[config.mk]
export PLATFORM = sky130hd
export DESIGN_NAME = mini_soc
export DESIGN_NICKNAME = d
export VERILOG_FILES = /design/src/rtl/soc_bus_pkg.sv /design/src/rtl/soc_irq_pkg.sv /design/src/rtl/mini_soc.sv /design/src/rtl/soc_bus_ctrl.sv /design/src/rtl/soc_gpio.sv /design/src/rtl/soc_plic.sv /design/src/rtl/soc_timer.sv
export VERILOG_INCLUDE_DIRS = /design/src /design/src/rtl
export SDC_FILE = /design/constraint.sdc
export NUM_CORES = 1
export LEC_CHECK = 0
export BUFFER_PORTS_ARGS = -buffer_cell sky130_fd_sc_hd__buf_4
export CAP_MARGIN = 20
export CORE_UTILIZATION = 30
export CTS_BUF_LIST = sky130_fd_sc_hd__clkbuf_8
export CTS_CLUSTER_DIAMETER = 200
export DETAILED_ROUTE_END_ITERATION = 10
export PLACE_DENSITY_LB_ADDON = 0.2
export SLEW_MARGIN = 20
export SYNTH_ARGS = -nofsm -noshare
export SYNTH_HDL_FRONTEND = slang
export SYNTH_SLANG_ARGS = --single-unit
[constraint.sdc]
create_clock -name i_clk -period 2.2 [get_ports i_clk]
set_input_delay 0.66 -clock i_clk [delete_from_list [all_inputs] [get_ports i_clk]]
set_output_delay 0.66 -clock i_clk [all_outputs]
set_load 0.01 [all_outputs]
[src/rtl/soc_defs.svh]
// bus, GPIO and interrupt sizes for the peripheral island
// plus the address region codes used by the bus decoder

`ifndef SOC_DEFS_SVH
`define SOC_DEFS_SVH

////////////////////
// bus widths
`define SOC_ADDR_W 16
`define SOC_DATA_W 32

// address split, region on top, register index, byte offset at the bottom
`define SOC_REGION_W 4
`define SOC_REG_IDX_W 10

////////////////////
// peripheral sizes
`define SOC_GPIO_W 12
`define SOC_IRQ_N 8

////////////////////
// region codes, top nibble of the bus address
`define SOC_REGION_GPIO 4'd0
`define SOC_REGION_TIMER 4'd1
`define SOC_REGION_PLIC 4'd2

`endif

[src/rtl/soc_bus_pkg.sv]
// bus address types
// address word with flat and field views, region names

`include "soc_defs.svh"

package soc_bus_pkg;

  ////////////////////
  // address word
  // flat view is what the master drives
  // field view is what the decoder looks at
  typedef union packed {
    logic [`SOC_ADDR_W-1:0] flat;
    struct packed {
      // selects the peripheral
      logic [`SOC_REGION_W-1:0] region;
      // word register inside the peripheral
      logic [`SOC_REG_IDX_W-1:0] reg_idx;
      // byte lane, accesses are word wide so it is ignored
      logic [1:0] byte_off;
    } fields;
  } soc_addr_u;

  ////////////////////
  // mapped regions, anything else is an error access
  typedef enum logic [`SOC_REGION_W-1:0] {
    REGION_GPIO  = `SOC_REGION_GPIO,
    REGION_TIMER = `SOC_REGION_TIMER,
    REGION_PLIC  = `SOC_REGION_PLIC
  } soc_region_e;

endpackage

[src/rtl/soc_irq_pkg.sv]
// interrupt source numbering and source vector type

`include "soc_defs.svh"

package soc_irq_pkg;

  // source 0 is reserved and stays tied low
  // sources 3 to 7 have no peripheral behind them
  typedef enum logic [$clog2(`SOC_IRQ_N)-1:0] {
    IRQ_RESERVED = 0,
    IRQ_GPIO     = 1,
    IRQ_TIMER    = 2
  } irq_src_e;

  // one bit per source, bit index is the source number
  typedef logic [`SOC_IRQ_N-1:0] irq_vec_t;

endpackage

[src/rtl/mini_soc.sv]
// peripheral island top level
// bus controller, GPIO, timer and interrupt controller with irq routing

`timescale 1ns/100ps
`include "soc_defs.svh"

module mini_soc
  import soc_irq_pkg::*;
(
  input  logic                   i_clk,
  input  logic                   i_rst_n,
  // external bus
  input  logic                   i_req,
  input  logic                   i_we,
  input  logic [`SOC_ADDR_W-1:0] i_addr,
  input  logic [`SOC_DATA_W-1:0] i_wdata,
  output logic                   o_ack,
  output logic                   o_err,
  output logic [`SOC_DATA_W-1:0] o_rdata,
  // GPIO pins
  input  logic [`SOC_GPIO_W-1:0] i_gpio,
  output logic [`SOC_GPIO_W-1:0] o_gpio,
  output logic [`SOC_GPIO_W-1:0] o_gpio_dir,
  // combined interrupt
  output logic                   o_irq
);

  logic                      w_gpio_sel;
  logic                      w_tmr_sel;
  logic                      w_plic_sel;
  logic                      w_we;
  logic [`SOC_REG_IDX_W-1:0] w_reg_idx;
  logic [`SOC_DATA_W-1:0]    w_wdata;
  logic [`SOC_DATA_W-1:0]    w_gpio_rdata;
  logic [`SOC_DATA_W-1:0]    w_tmr_rdata;
  logic [`SOC_DATA_W-1:0]    w_plic_rdata;
  logic                      w_irq_gpio;
  logic                      w_irq_tmr;
  irq_vec_t                  w_irq_src;

  ////////////////////
  // interrupt routing, reserved and unused sources stay low
  assign w_irq_src = (irq_vec_t'(w_irq_gpio) << IRQ_GPIO)
                   | (irq_vec_t'(w_irq_tmr) << IRQ_TIMER);

  ////////////////////
  // decode and handshake
  soc_bus_ctrl u_bus_ctrl (
    .i_clk,
    .i_rst_n,
    .i_req,
    .i_we,
    .i_addr,
    .i_wdata,
    .o_ack,
    .o_err,
    .o_rdata,
    .o_gpio_sel   (w_gpio_sel),
    .o_tmr_sel    (w_tmr_sel),
    .o_plic_sel   (w_plic_sel),
    .o_we         (w_we),
    .o_reg_idx    (w_reg_idx),
    .o_wdata      (w_wdata),
    .i_gpio_rdata (w_gpio_rdata),
    .i_tmr_rdata  (w_tmr_rdata),
    .i_plic_rdata (w_plic_rdata)
  );

  // region 0
  soc_gpio u_gpio (
    .i_clk,
    .i_rst_n,
    .i_sel      (w_gpio_sel),
    .i_we       (w_we),
    .i_reg_idx  (w_reg_idx),
    .i_wdata    (w_wdata),
    .o_rdata    (w_gpio_rdata),
    .i_gpio,
    .o_gpio,
    .o_gpio_dir,
    .o_irq      (w_irq_gpio)
  );

  // region 1
  soc_timer u_timer (
    .i_clk,
    .i_rst_n,
    .i_sel     (w_tmr_sel),
    .i_we      (w_we),
    .i_reg_idx (w_reg_idx),
    .i_wdata   (w_wdata),
    .o_rdata   (w_tmr_rdata),
    .o_mtip    (w_irq_tmr)
  );

  // region 2
  soc_plic u_plic (
    .i_clk,
    .i_rst_n,
    .i_sel     (w_plic_sel),
    .i_we      (w_we),
    .i_reg_idx (w_reg_idx),
    .i_wdata   (w_wdata),
    .o_rdata   (w_plic_rdata),
    .i_irq_src (w_irq_src),
    .o_irq
  );

endmodule

[src/rtl/soc_bus_ctrl.sv]
// bus controller of the peripheral island
// four-phase slave port, region decode, strobes and read data return

`timescale 1ns/100ps
`include "soc_defs.svh"

module soc_bus_ctrl
  import soc_bus_pkg::*;
(
  input  logic                      i_clk,
  input  logic                      i_rst_n,
  // external master
  input  logic                      i_req,
  input  logic                      i_we,
  input  logic [`SOC_ADDR_W-1:0]    i_addr,
  input  logic [`SOC_DATA_W-1:0]    i_wdata,
  output logic                      o_ack,
  output logic                      o_err,
  output logic [`SOC_DATA_W-1:0]    o_rdata,
  // peripheral strobes and shared write lines
  output logic                      o_gpio_sel,
  output logic                      o_tmr_sel,
  output logic                      o_plic_sel,
  output logic                      o_we,
  output logic [`SOC_REG_IDX_W-1:0] o_reg_idx,
  output logic [`SOC_DATA_W-1:0]    o_wdata,
  // combinational read words
  input  logic [`SOC_DATA_W-1:0]    i_gpio_rdata,
  input  logic [`SOC_DATA_W-1:0]    i_tmr_rdata,
  input  logic [`SOC_DATA_W-1:0]    i_plic_rdata
);

  // handshake states
  localparam logic [1:0] ST_IDLE   = 2'd0;
  localparam logic [1:0] ST_ACCESS = 2'd1;
  localparam logic [1:0] ST_WAIT   = 2'd2;

  logic [1:0]             state_q;
  // unmapped region seen at request time
  logic                   err_q;
  soc_addr_u              addr;
  logic                   hit_gpio;
  logic                   hit_tmr;
  logic                   hit_plic;
  logic [`SOC_DATA_W-1:0] rdata_mux;

  ////////////////////
  // region decode
  always_comb
  begin
    addr.flat = i_addr;
    hit_gpio  = (addr.fields.region == REGION_GPIO);
    hit_tmr   = (addr.fields.region == REGION_TIMER);
    hit_plic  = (addr.fields.region == REGION_PLIC);
  end

  // read return follows the strobe, zero when nothing was selected
  always_comb
  begin
    rdata_mux = '0;
    if (o_gpio_sel)
      rdata_mux = i_gpio_rdata;
    else if (o_tmr_sel)
      rdata_mux = i_tmr_rdata;
    else if (o_plic_sel)
      rdata_mux = i_plic_rdata;
  end

  ////////////////////
  // handshake FSM
  always_ff @(posedge i_clk)
  begin
    if (!i_rst_n)
    begin
      state_q    <= ST_IDLE;
      err_q      <= 1'b0;
      o_gpio_sel <= 1'b0;
      o_tmr_sel  <= 1'b0;
      o_plic_sel <= 1'b0;
      o_ack      <= 1'b0;
      o_err      <= 1'b0;
      o_rdata    <= '0;
    end
    else
    begin
      case (state_q)
        ST_IDLE:
        begin
          // one strobe at most, none for an unmapped region
          if (i_req)
          begin
            o_gpio_sel <= hit_gpio;
            o_tmr_sel  <= hit_tmr;
            o_plic_sel <= hit_plic;
            err_q      <= !(hit_gpio || hit_tmr || hit_plic);
            state_q    <= ST_ACCESS;
          end
        end
        ST_ACCESS:
        begin
          // peripheral writes on this edge, read word is captured
          o_gpio_sel <= 1'b0;
          o_tmr_sel  <= 1'b0;
          o_plic_sel <= 1'b0;
          o_ack      <= 1'b1;
          o_err      <= err_q;
          o_rdata    <= rdata_mux;
          state_q    <= ST_WAIT;
        end
        ST_WAIT:
        begin
          // hold ack and data until the master lets go
          if (!i_req)
          begin
            o_ack   <= 1'b0;
            o_err   <= 1'b0;
            state_q <= ST_IDLE;
          end
        end
        default:
          state_q <= ST_IDLE;
      endcase
    end
  end

  // write payload latched with the request, only used under a strobe
  always_ff @(posedge i_clk)
  begin
    if ((state_q == ST_IDLE) && i_req)
    begin
      o_we      <= i_we;
      o_reg_idx <= addr.fields.reg_idx;
      o_wdata   <= i_wdata;
    end
  end

endmodule

[src/rtl/soc_gpio.sv]
// GPIO controller
// out/dir registers, pin synchronizer, masked rising-edge interrupt

`timescale 1ns/100ps
`include "soc_defs.svh"

module soc_gpio (
  input  logic                      i_clk,
  input  logic                      i_rst_n,
  // register access
  input  logic                      i_sel,
  input  logic                      i_we,
  input  logic [`SOC_REG_IDX_W-1:0] i_reg_idx,
  input  logic [`SOC_DATA_W-1:0]    i_wdata,
  output logic [`SOC_DATA_W-1:0]    o_rdata,
  // pins
  input  logic [`SOC_GPIO_W-1:0]    i_gpio,
  output logic [`SOC_GPIO_W-1:0]    o_gpio,
  output logic [`SOC_GPIO_W-1:0]    o_gpio_dir,
  output logic                      o_irq
);

  // register map
  localparam logic [`SOC_REG_IDX_W-1:0] REG_OUT  = 'd0;
  localparam logic [`SOC_REG_IDX_W-1:0] REG_DIR  = 'd1;
  localparam logic [`SOC_REG_IDX_W-1:0] REG_IN   = 'd2;
  localparam logic [`SOC_REG_IDX_W-1:0] REG_MASK = 'd3;
  localparam logic [`SOC_REG_IDX_W-1:0] REG_PEND = 'd4;

  logic [`SOC_GPIO_W-1:0] out_q;
  logic [`SOC_GPIO_W-1:0] dir_q;
  logic [`SOC_GPIO_W-1:0] mask_q;
  logic [`SOC_GPIO_W-1:0] pend_q;
  // two-flop synchronizer, in_q is the IN register
  logic [`SOC_GPIO_W-1:0] sync_q;
  logic [`SOC_GPIO_W-1:0] in_q;
  // previous IN value for edge detect
  logic [`SOC_GPIO_W-1:0] in_prev_q;
  logic                   wr;
  logic [`SOC_GPIO_W-1:0] rise;
  logic [`SOC_GPIO_W-1:0] pend_clr;

  assign wr       = i_sel && i_we;
  assign rise     = in_q & ~in_prev_q & mask_q;
  // write-one-to-clear on PEND
  assign pend_clr = (wr && (i_reg_idx == REG_PEND)) ? i_wdata[`SOC_GPIO_W-1:0] : '0;

  always_ff @(posedge i_clk)
  begin
    if (!i_rst_n)
    begin
      out_q     <= '0;
      dir_q     <= '0;
      mask_q    <= '0;
      pend_q    <= '0;
      sync_q    <= '0;
      in_q      <= '0;
      in_prev_q <= '0;
    end
    else
    begin
      sync_q    <= i_gpio;
      in_q      <= sync_q;
      in_prev_q <= in_q;
      // a new edge wins over a clear in the same cycle
      pend_q    <= (pend_q & ~pend_clr) | rise;
      if (wr && (i_reg_idx == REG_OUT))
        out_q <= i_wdata[`SOC_GPIO_W-1:0];
      if (wr && (i_reg_idx == REG_DIR))
        dir_q <= i_wdata[`SOC_GPIO_W-1:0];
      if (wr && (i_reg_idx == REG_MASK))
        mask_q <= i_wdata[`SOC_GPIO_W-1:0];
    end
  end

  ////////////////////
  // read word, zero-extended, unknown index reads zero
  always_comb
  begin
    o_rdata = '0;
    case (i_reg_idx)
      REG_OUT:  o_rdata[`SOC_GPIO_W-1:0] = out_q;
      REG_DIR:  o_rdata[`SOC_GPIO_W-1:0] = dir_q;
      REG_IN:   o_rdata[`SOC_GPIO_W-1:0] = in_q;
      REG_MASK: o_rdata[`SOC_GPIO_W-1:0] = mask_q;
      REG_PEND: o_rdata[`SOC_GPIO_W-1:0] = pend_q;
      default:  o_rdata = '0;
    endcase
  end

  assign o_gpio     = out_q;
  assign o_gpio_dir = dir_q;
  assign o_irq      = |pend_q;

endmodule

[src/rtl/soc_plic.sv]
// platform interrupt controller
// pending/enable registers, lowest-number claim, single interrupt output

`timescale 1ns/100ps
`include "soc_defs.svh"

module soc_plic
  import soc_irq_pkg::*;
(
  input  logic                      i_clk,
  input  logic                      i_rst_n,
  input  logic                      i_sel,
  input  logic                      i_we,
  input  logic [`SOC_REG_IDX_W-1:0] i_reg_idx,
  input  logic [`SOC_DATA_W-1:0]    i_wdata,
  output logic [`SOC_DATA_W-1:0]    o_rdata,
  // level sources, bit index is the source number
  input  irq_vec_t                  i_irq_src,
  output logic                      o_irq
);

  localparam logic [`SOC_REG_IDX_W-1:0] REG_PENDING = 'd0;
  localparam logic [`SOC_REG_IDX_W-1:0] REG_ENABLE  = 'd1;
  localparam logic [`SOC_REG_IDX_W-1:0] REG_CLAIM   = 'd2;

  irq_vec_t               pend_q;
  irq_vec_t               en_q;
  irq_vec_t               pend_d;
  irq_vec_t               active;
  logic [`SOC_DATA_W-1:0] claim;

  // reserved source never pends
  always_comb
  begin
    pend_d               = i_irq_src;
    pend_d[IRQ_RESERVED] = 1'b0;
  end

  always_ff @(posedge i_clk)
  begin
    if (!i_rst_n)
    begin
      pend_q <= '0;
      en_q   <= '0;
    end
    else
    begin
      // pending is a registered copy of the levels, software cannot clear it
      pend_q <= pend_d;
      if (i_sel && i_we && (i_reg_idx == REG_ENABLE))
        en_q <= i_wdata[`SOC_IRQ_N-1:0];
    end
  end

  assign active = pend_q & en_q;
  assign o_irq  = |active;

  ////////////////////
  // claim, lowest enabled pending source, 0 when idle
  // scan downward so the lowest index is written last
  always_comb
  begin
    claim = '0;
    for (int i = `SOC_IRQ_N - 1; i > 0; i--)
    begin
      if (active[i])
        claim = i;
    end
  end

  always_comb
  begin
    o_rdata = '0;
    case (i_reg_idx)
      REG_PENDING: o_rdata[`SOC_IRQ_N-1:0] = pend_q;
      REG_ENABLE:  o_rdata[`SOC_IRQ_N-1:0] = en_q;
      REG_CLAIM:   o_rdata = claim;
      default:     o_rdata = '0;
    endcase
  end

endmodule

[src/rtl/soc_timer.sv]
// machine timer
// free-running counter, compare register, registered compare interrupt

`timescale 1ns/100ps
`include "soc_defs.svh"

module soc_timer (
  input  logic                      i_clk,
  input  logic                      i_rst_n,
  input  logic                      i_sel,
  input  logic                      i_we,
  input  logic [`SOC_REG_IDX_W-1:0] i_reg_idx,
  input  logic [`SOC_DATA_W-1:0]    i_wdata,
  output logic [`SOC_DATA_W-1:0]    o_rdata,
  output logic                      o_mtip
);

  localparam logic [`SOC_REG_IDX_W-1:0] REG_MTIME    = 'd0;
  localparam logic [`SOC_REG_IDX_W-1:0] REG_MTIMECMP = 'd1;
  localparam logic [`SOC_REG_IDX_W-1:0] REG_CTRL     = 'd2;

  logic [`SOC_DATA_W-1:0] mtime_q;
  logic [`SOC_DATA_W-1:0] cmp_q;
  // CTRL bit 0
  logic                   en_q;
  logic                   wr;

  assign wr = i_sel && i_we;

  always_ff @(posedge i_clk)
  begin
    if (!i_rst_n)
    begin
      mtime_q <= '0;
      cmp_q   <= '0;
      en_q    <= 1'b0;
      o_mtip  <= 1'b0;
    end
    else
    begin
      // software write of MTIME beats the increment
      if (wr && (i_reg_idx == REG_MTIME))
        mtime_q <= i_wdata;
      else if (en_q)
        mtime_q <= mtime_q + 1'b1;
      if (wr && (i_reg_idx == REG_MTIMECMP))
        cmp_q <= i_wdata;
      if (wr && (i_reg_idx == REG_CTRL))
        en_q <= i_wdata[0];
      // compare lands one cycle after the counter
      o_mtip <= en_q && (mtime_q >= cmp_q);
    end
  end

  ////////////////////
  // read word
  always_comb
  begin
    case (i_reg_idx)
      REG_MTIME:    o_rdata = mtime_q;
      REG_MTIMECMP: o_rdata = cmp_q;
      REG_CTRL:     o_rdata = {{(`SOC_DATA_W-1){1'b0}}, en_q};
      default:      o_rdata = '0;
    endcase
  end

endmodule

==> load_flow_metrics.sql <==
INSERT INTO impl_metrics (metric_group, metric, value, unit) VALUES
('final_layout', 'layout_cells_sized_above_1', '0.216', ''),
('logic_synthesis', 'net_count_after_synthesis', '1220', ''),
('clock_network', 'cts_htree_levels', '2', ''),
('detailed_routing', 'drt-vias-per-instance', '4.92', ''),
('logic_synthesis', 'area_of_the_mapped_netlist', '10700', 'sq um'),
('worst_setup_path', 'critical_path.startpoint_type', 'register', ''),
('global_routing', 'maximum_number_of_pins_on_one_net_before_global_route_repair', '102', ''),
('logic_synthesis', 'yosys.cell_types.count', '62', ''),
('logic_synthesis', 'main_flop_type_after_synthesis', 'sky130_fd_sc_hd__dfxtp_1', ''),
('logic_synthesis', 'async_reset_ff_frac', '0', ''),
('final_layout', 'final.fill_count', '3505', ''),
('detailed_routing', 'totalWireLength', '31600', 'um'),
('logic_synthesis', 'ys_warnings', '0', ''),
('logic_synthesis', 'synth-edff-count', '43', ''),
('floorplanning', 'std_cell_rows', '68', ''),
('sta', 'fin_hold_ws', '0.246', 'ns'),
('logic_synthesis', 'yosysSeqAreaShare', '0.496', ''),
('worst_setup_path', 'crit_path_end_kind', 'register', ''),
('pwr', 'seq_power_share', '0.514', ''),
('run_status', 'status', 'finished clean', ''),
('final_layout', 'syn2layout_area_growth', '25.0', '%'),
('logic_synthesis', 'synth_top_area_share', '0.375', ''),
('sta', 'finalSetupViolCount', '0', ''),
('sta', 'drv_slew', '0', ''),
('logic_synthesis', 'synth_most_common_cell', 'sky130_fd_sc_hd__dfxtp_1', ''),
('run', 'max_cap_violations', '0', ''),
('sta', 'rsz0062_at_grt', 'true', ''),
('detailed_routing', 'drt-wirelength-per-cell', '17.7', 'um'),
('pwr', 'power_switching_share', '0.246', ''),
('sta', 'finalHoldViolations', '0', ''),
('pwr', 'power.combinational.fraction', '0.047', ''),
('floorplanning', 'start_util', '0.307', ''),
('global_routing', 'grt_pass1_vias', '8601', ''),
('worst_setup_path', 'crit_path_max_fanout', '8', ''),
('pwr', 'cell_internal_pwr', '0.00695', 'W'),
('placement', 'port_buffers', '120', ''),
('floorplanning', 'die-width', '191', 'um'),
('placement', 'postPlaceCellArea', '12500', 'sq um'),
('sta', 'clock_skew', '0.0311', 'ns'),
('sta', 'final_min_period', '2.09', 'ns'),
('global_routing', 'globalRouteTotalUtil', '0.175', ''),
('worst_setup_path', 'required', '2.65', 'ns'),
('clock_network', 'insertion_delay', '0.59', 'ns'),
('placement', 'dp.final_hpwl', '21900', 'um'),
('detailed_routing', 'drt_first_pass_iters', '5', ''),
('sta', 'timing.final.crit_share', '0.952', ''),
('clock_network', 'cts.reportedPaths.clkPinSlew', '0.06', 'ns'),
('detailed_routing', 'route.vias.total', '8764', ''),
('final_layout', 'finalNetCount', '1393', ''),
('pwr', 'power.ir.vdd_worst', '0.474', 'mV'),
('global_routing', 'grt_first_pass_wirelength', '48900', 'um'),
('detailed_routing', 'drcViolationCount', '0', ''),
('clock_network', 'cts.sink_count', '243', ''),
('pwr', 'power_switching', '0.00227', 'W'),
('worst_setup_path', 'data_arrival_critical_path', '2.55', 'ns'),
('pwr', 'total_leakage_power', '5.28', 'nW'),
('clock_network', 'cts-root-buf', 'sky130_fd_sc_hd__clkbuf_8', ''),
('logic_synthesis', 'synthesis_stage_register_bit_count', '243', ''),
('floorplanning', 'total_die_area', '36300', 'sq um'),
('sta', 'timing_worst_slew_pin_value', '0.565', 'ns'),
('worst_setup_path', 'start_to_end_type_of_the_worst_setup_path', 'register to register', ''),
('clock_network', 'clock_path_buffers', '3', ''),
('global_routing', 'grt_overflow', '0', ''),
('floorplanning', 'fp.coreArea', '34800', 'sq um'),
('logic_synthesis', 'postSynthAreaPerCell', '9.50', 'sq um'),
('worst_hold_path', 'holdCritPathClass', 'input port to register', ''),
('logic_synthesis', 'yosys.area.top_type', 'sky130_fd_sc_hd__dfxtp_1', ''),
('detailed_routing', 'final_antenna_net_count', '0', ''),
('placement', 'gp_congestion', '0.819', ''),
('global_routing', 'antenna_found_initial', '1', ''),
('pwr', 'total_power', '0.00922', 'W');
critical path, cell delays in order (launching register included):
cell,delay [ns]
sky130_fd_sc_hd__edfxtp_1,0.38
sky130_fd_sc_hd__or4_4,0.59
sky130_fd_sc_hd__nor4_4,0.25
sky130_fd_sc_hd__buf_4,0.19
sky130_fd_sc_hd__and3_4,0.20
sky130_fd_sc_hd__buf_12,0.13
sky130_fd_sc_hd__mux2i_1,0.19
sky130_fd_sc_hd__nor2_1,0.05
path summary, 6_finish.rpt:
kind	startpoint	end	slack, ns	cells after the start
worst max-delay path	u_bus_ctrl.o_reg_idx[6]	u_plic.en_q[5]	0.11	7
worst min-delay path	i_wdata[21]	u_bus_ctrl.o_wdata[21]	0.25	1
worst max register to register	u_bus_ctrl.o_reg_idx[6]	u_plic.en_q[5]	0.11	7
worst min register to register	u_gpio.sync_q[11]	u_gpio.in_q[11]	0.43	1
registers in the layout, summed over array words and instances (netlist names), 2 cells and up:
register and count:
u_gpio.o_gpio_dir 12, u_gpio.mask_q 12, u_timer.cmp_q 32, u_bus_ctrl.o_reg_idx 10
u_gpio.o_gpio 12, u_gpio.pend_q 12, u_gpio.in_prev_q 12, u_bus_ctrl.o_rdata 32
u_timer.mtime_q 32, u_bus_ctrl.state_q 2, u_gpio.in_q 12, u_plic.pend_q 2
u_gpio.sync_q 12, u_bus_ctrl.o_wdata 32, u_plic.en_q 8
cell families (layout without fill, tap and decap cells):
family / Yosys count / in the layout / synth area share
multiplexers: 77 / 77 / 0.0761
AND/OR/NAND/NOR: 390 / 390 / 0.185
AO/OA/AOI/OAI: 229 / 229 / 0.134
XOR/XNOR: 27 / 27 / 0.0222
flip-flops: 243 / 243 / 0.496
other: 0 / 1 / 0
adder cells (fa/ha/maj): 33 / 33 / 0.0387
buffers and inverters: 124 / 328 / 0.0486
cell type report:
| type | count | area (sq um) | area share |
|---|---|---|---|
| antenna | 1 | 2.50 | 0.000188 |
| timing repair buffer | 193 | 1550 | 0.116 |
| sequential | 243 | 5300 | 0.397 |
| multi-input combinational | 756 | 4880 | 0.366 |
| inverter | 57 | 215 | 0.0161 |
| clock buffer | 51 | 702 | 0.0526 |
| clock inverter | 27 | 124 | 0.00928 |
| tap | 455 | 569 | 0.0427 |
placed cells by master, fill, tap and decap left out, types with 7 or more instances in the layout:
cell type and count:
sky130_fd_sc_hd__a211oi_1 22, sky130_fd_sc_hd__a21oi_1 70, sky130_fd_sc_hd__a22oi_1 22, sky130_fd_sc_hd__a31oi_1 10, sky130_fd_sc_hd__a32oi_1 9, sky130_fd_sc_hd__and2_1 40, sky130_fd_sc_hd__buf_12 7, sky130_fd_sc_hd__buf_4 182
sky130_fd_sc_hd__clkbuf_8 51, sky130_fd_sc_hd__dfxtp_1 200, sky130_fd_sc_hd__edfxtp_1 43, sky130_fd_sc_hd__ha_1 33, sky130_fd_sc_hd__inv_1 74, sky130_fd_sc_hd__mux2_2 13, sky130_fd_sc_hd__mux2i_1 61, sky130_fd_sc_hd__nand2_1 119
sky130_fd_sc_hd__nand3_1 26, sky130_fd_sc_hd__nand3b_1 15, sky130_fd_sc_hd__nand4_1 23, sky130_fd_sc_hd__nor2_1 90, sky130_fd_sc_hd__nor3_1 19, sky130_fd_sc_hd__nor4_1 9, sky130_fd_sc_hd__o21ai_0 59, sky130_fd_sc_hd__xnor2_1 22
power by group through the flow:
stage / clock (W) / sequential [W] / combinational, W
floorplan: 0 / 0.00479 / 0.000199
global placement: 0 / 0.00483 / 0.000437
detailed placement: 0 / 0.00483 / 0.000441
CTS: 0.00420 / 0.00474 / 0.000441
global route: 0.00441 / 0.00475 / 0.000476
finish: 0.00405 / 0.00474 / 0.000436
routing by layer:
metal | GRT usage | share of wire
met3 | 0.0375 | 0.055
met4 | 0.0618 | 0.024
met5 | 0 | 0
met1 | 0.239 | 0.48
met2 | 0.270 | 0.44
what timing repair did:
item                                    4_1_cts  5_1_grt
hold buffers                                  0        0
resized for setup                             1        8
buffers inserted                              0        3
endpoints found under the hold margin         0        0
endpoints found under the setup margin        3       82
pin swaps                                     0        3
per-stage QoR:
step / util / std cells / setup slack [ns] / setup TNS (ns)
after floorplan: - / 1123 / 0.149 / 0
after global placement: 0.358 / 1701 / 0.00252 / 0
after detailed placement: 0.358 / 1701 / -0.0455 / -0.0930
after CTS: 0.382 / 1779 / 0.0114 / 0
after global routing: 0.383 / 1782 / -0.00779 / -0.00779
final: 0.383 / 1783 / 0.106 / 0
(Power assumes the default switching activity.)
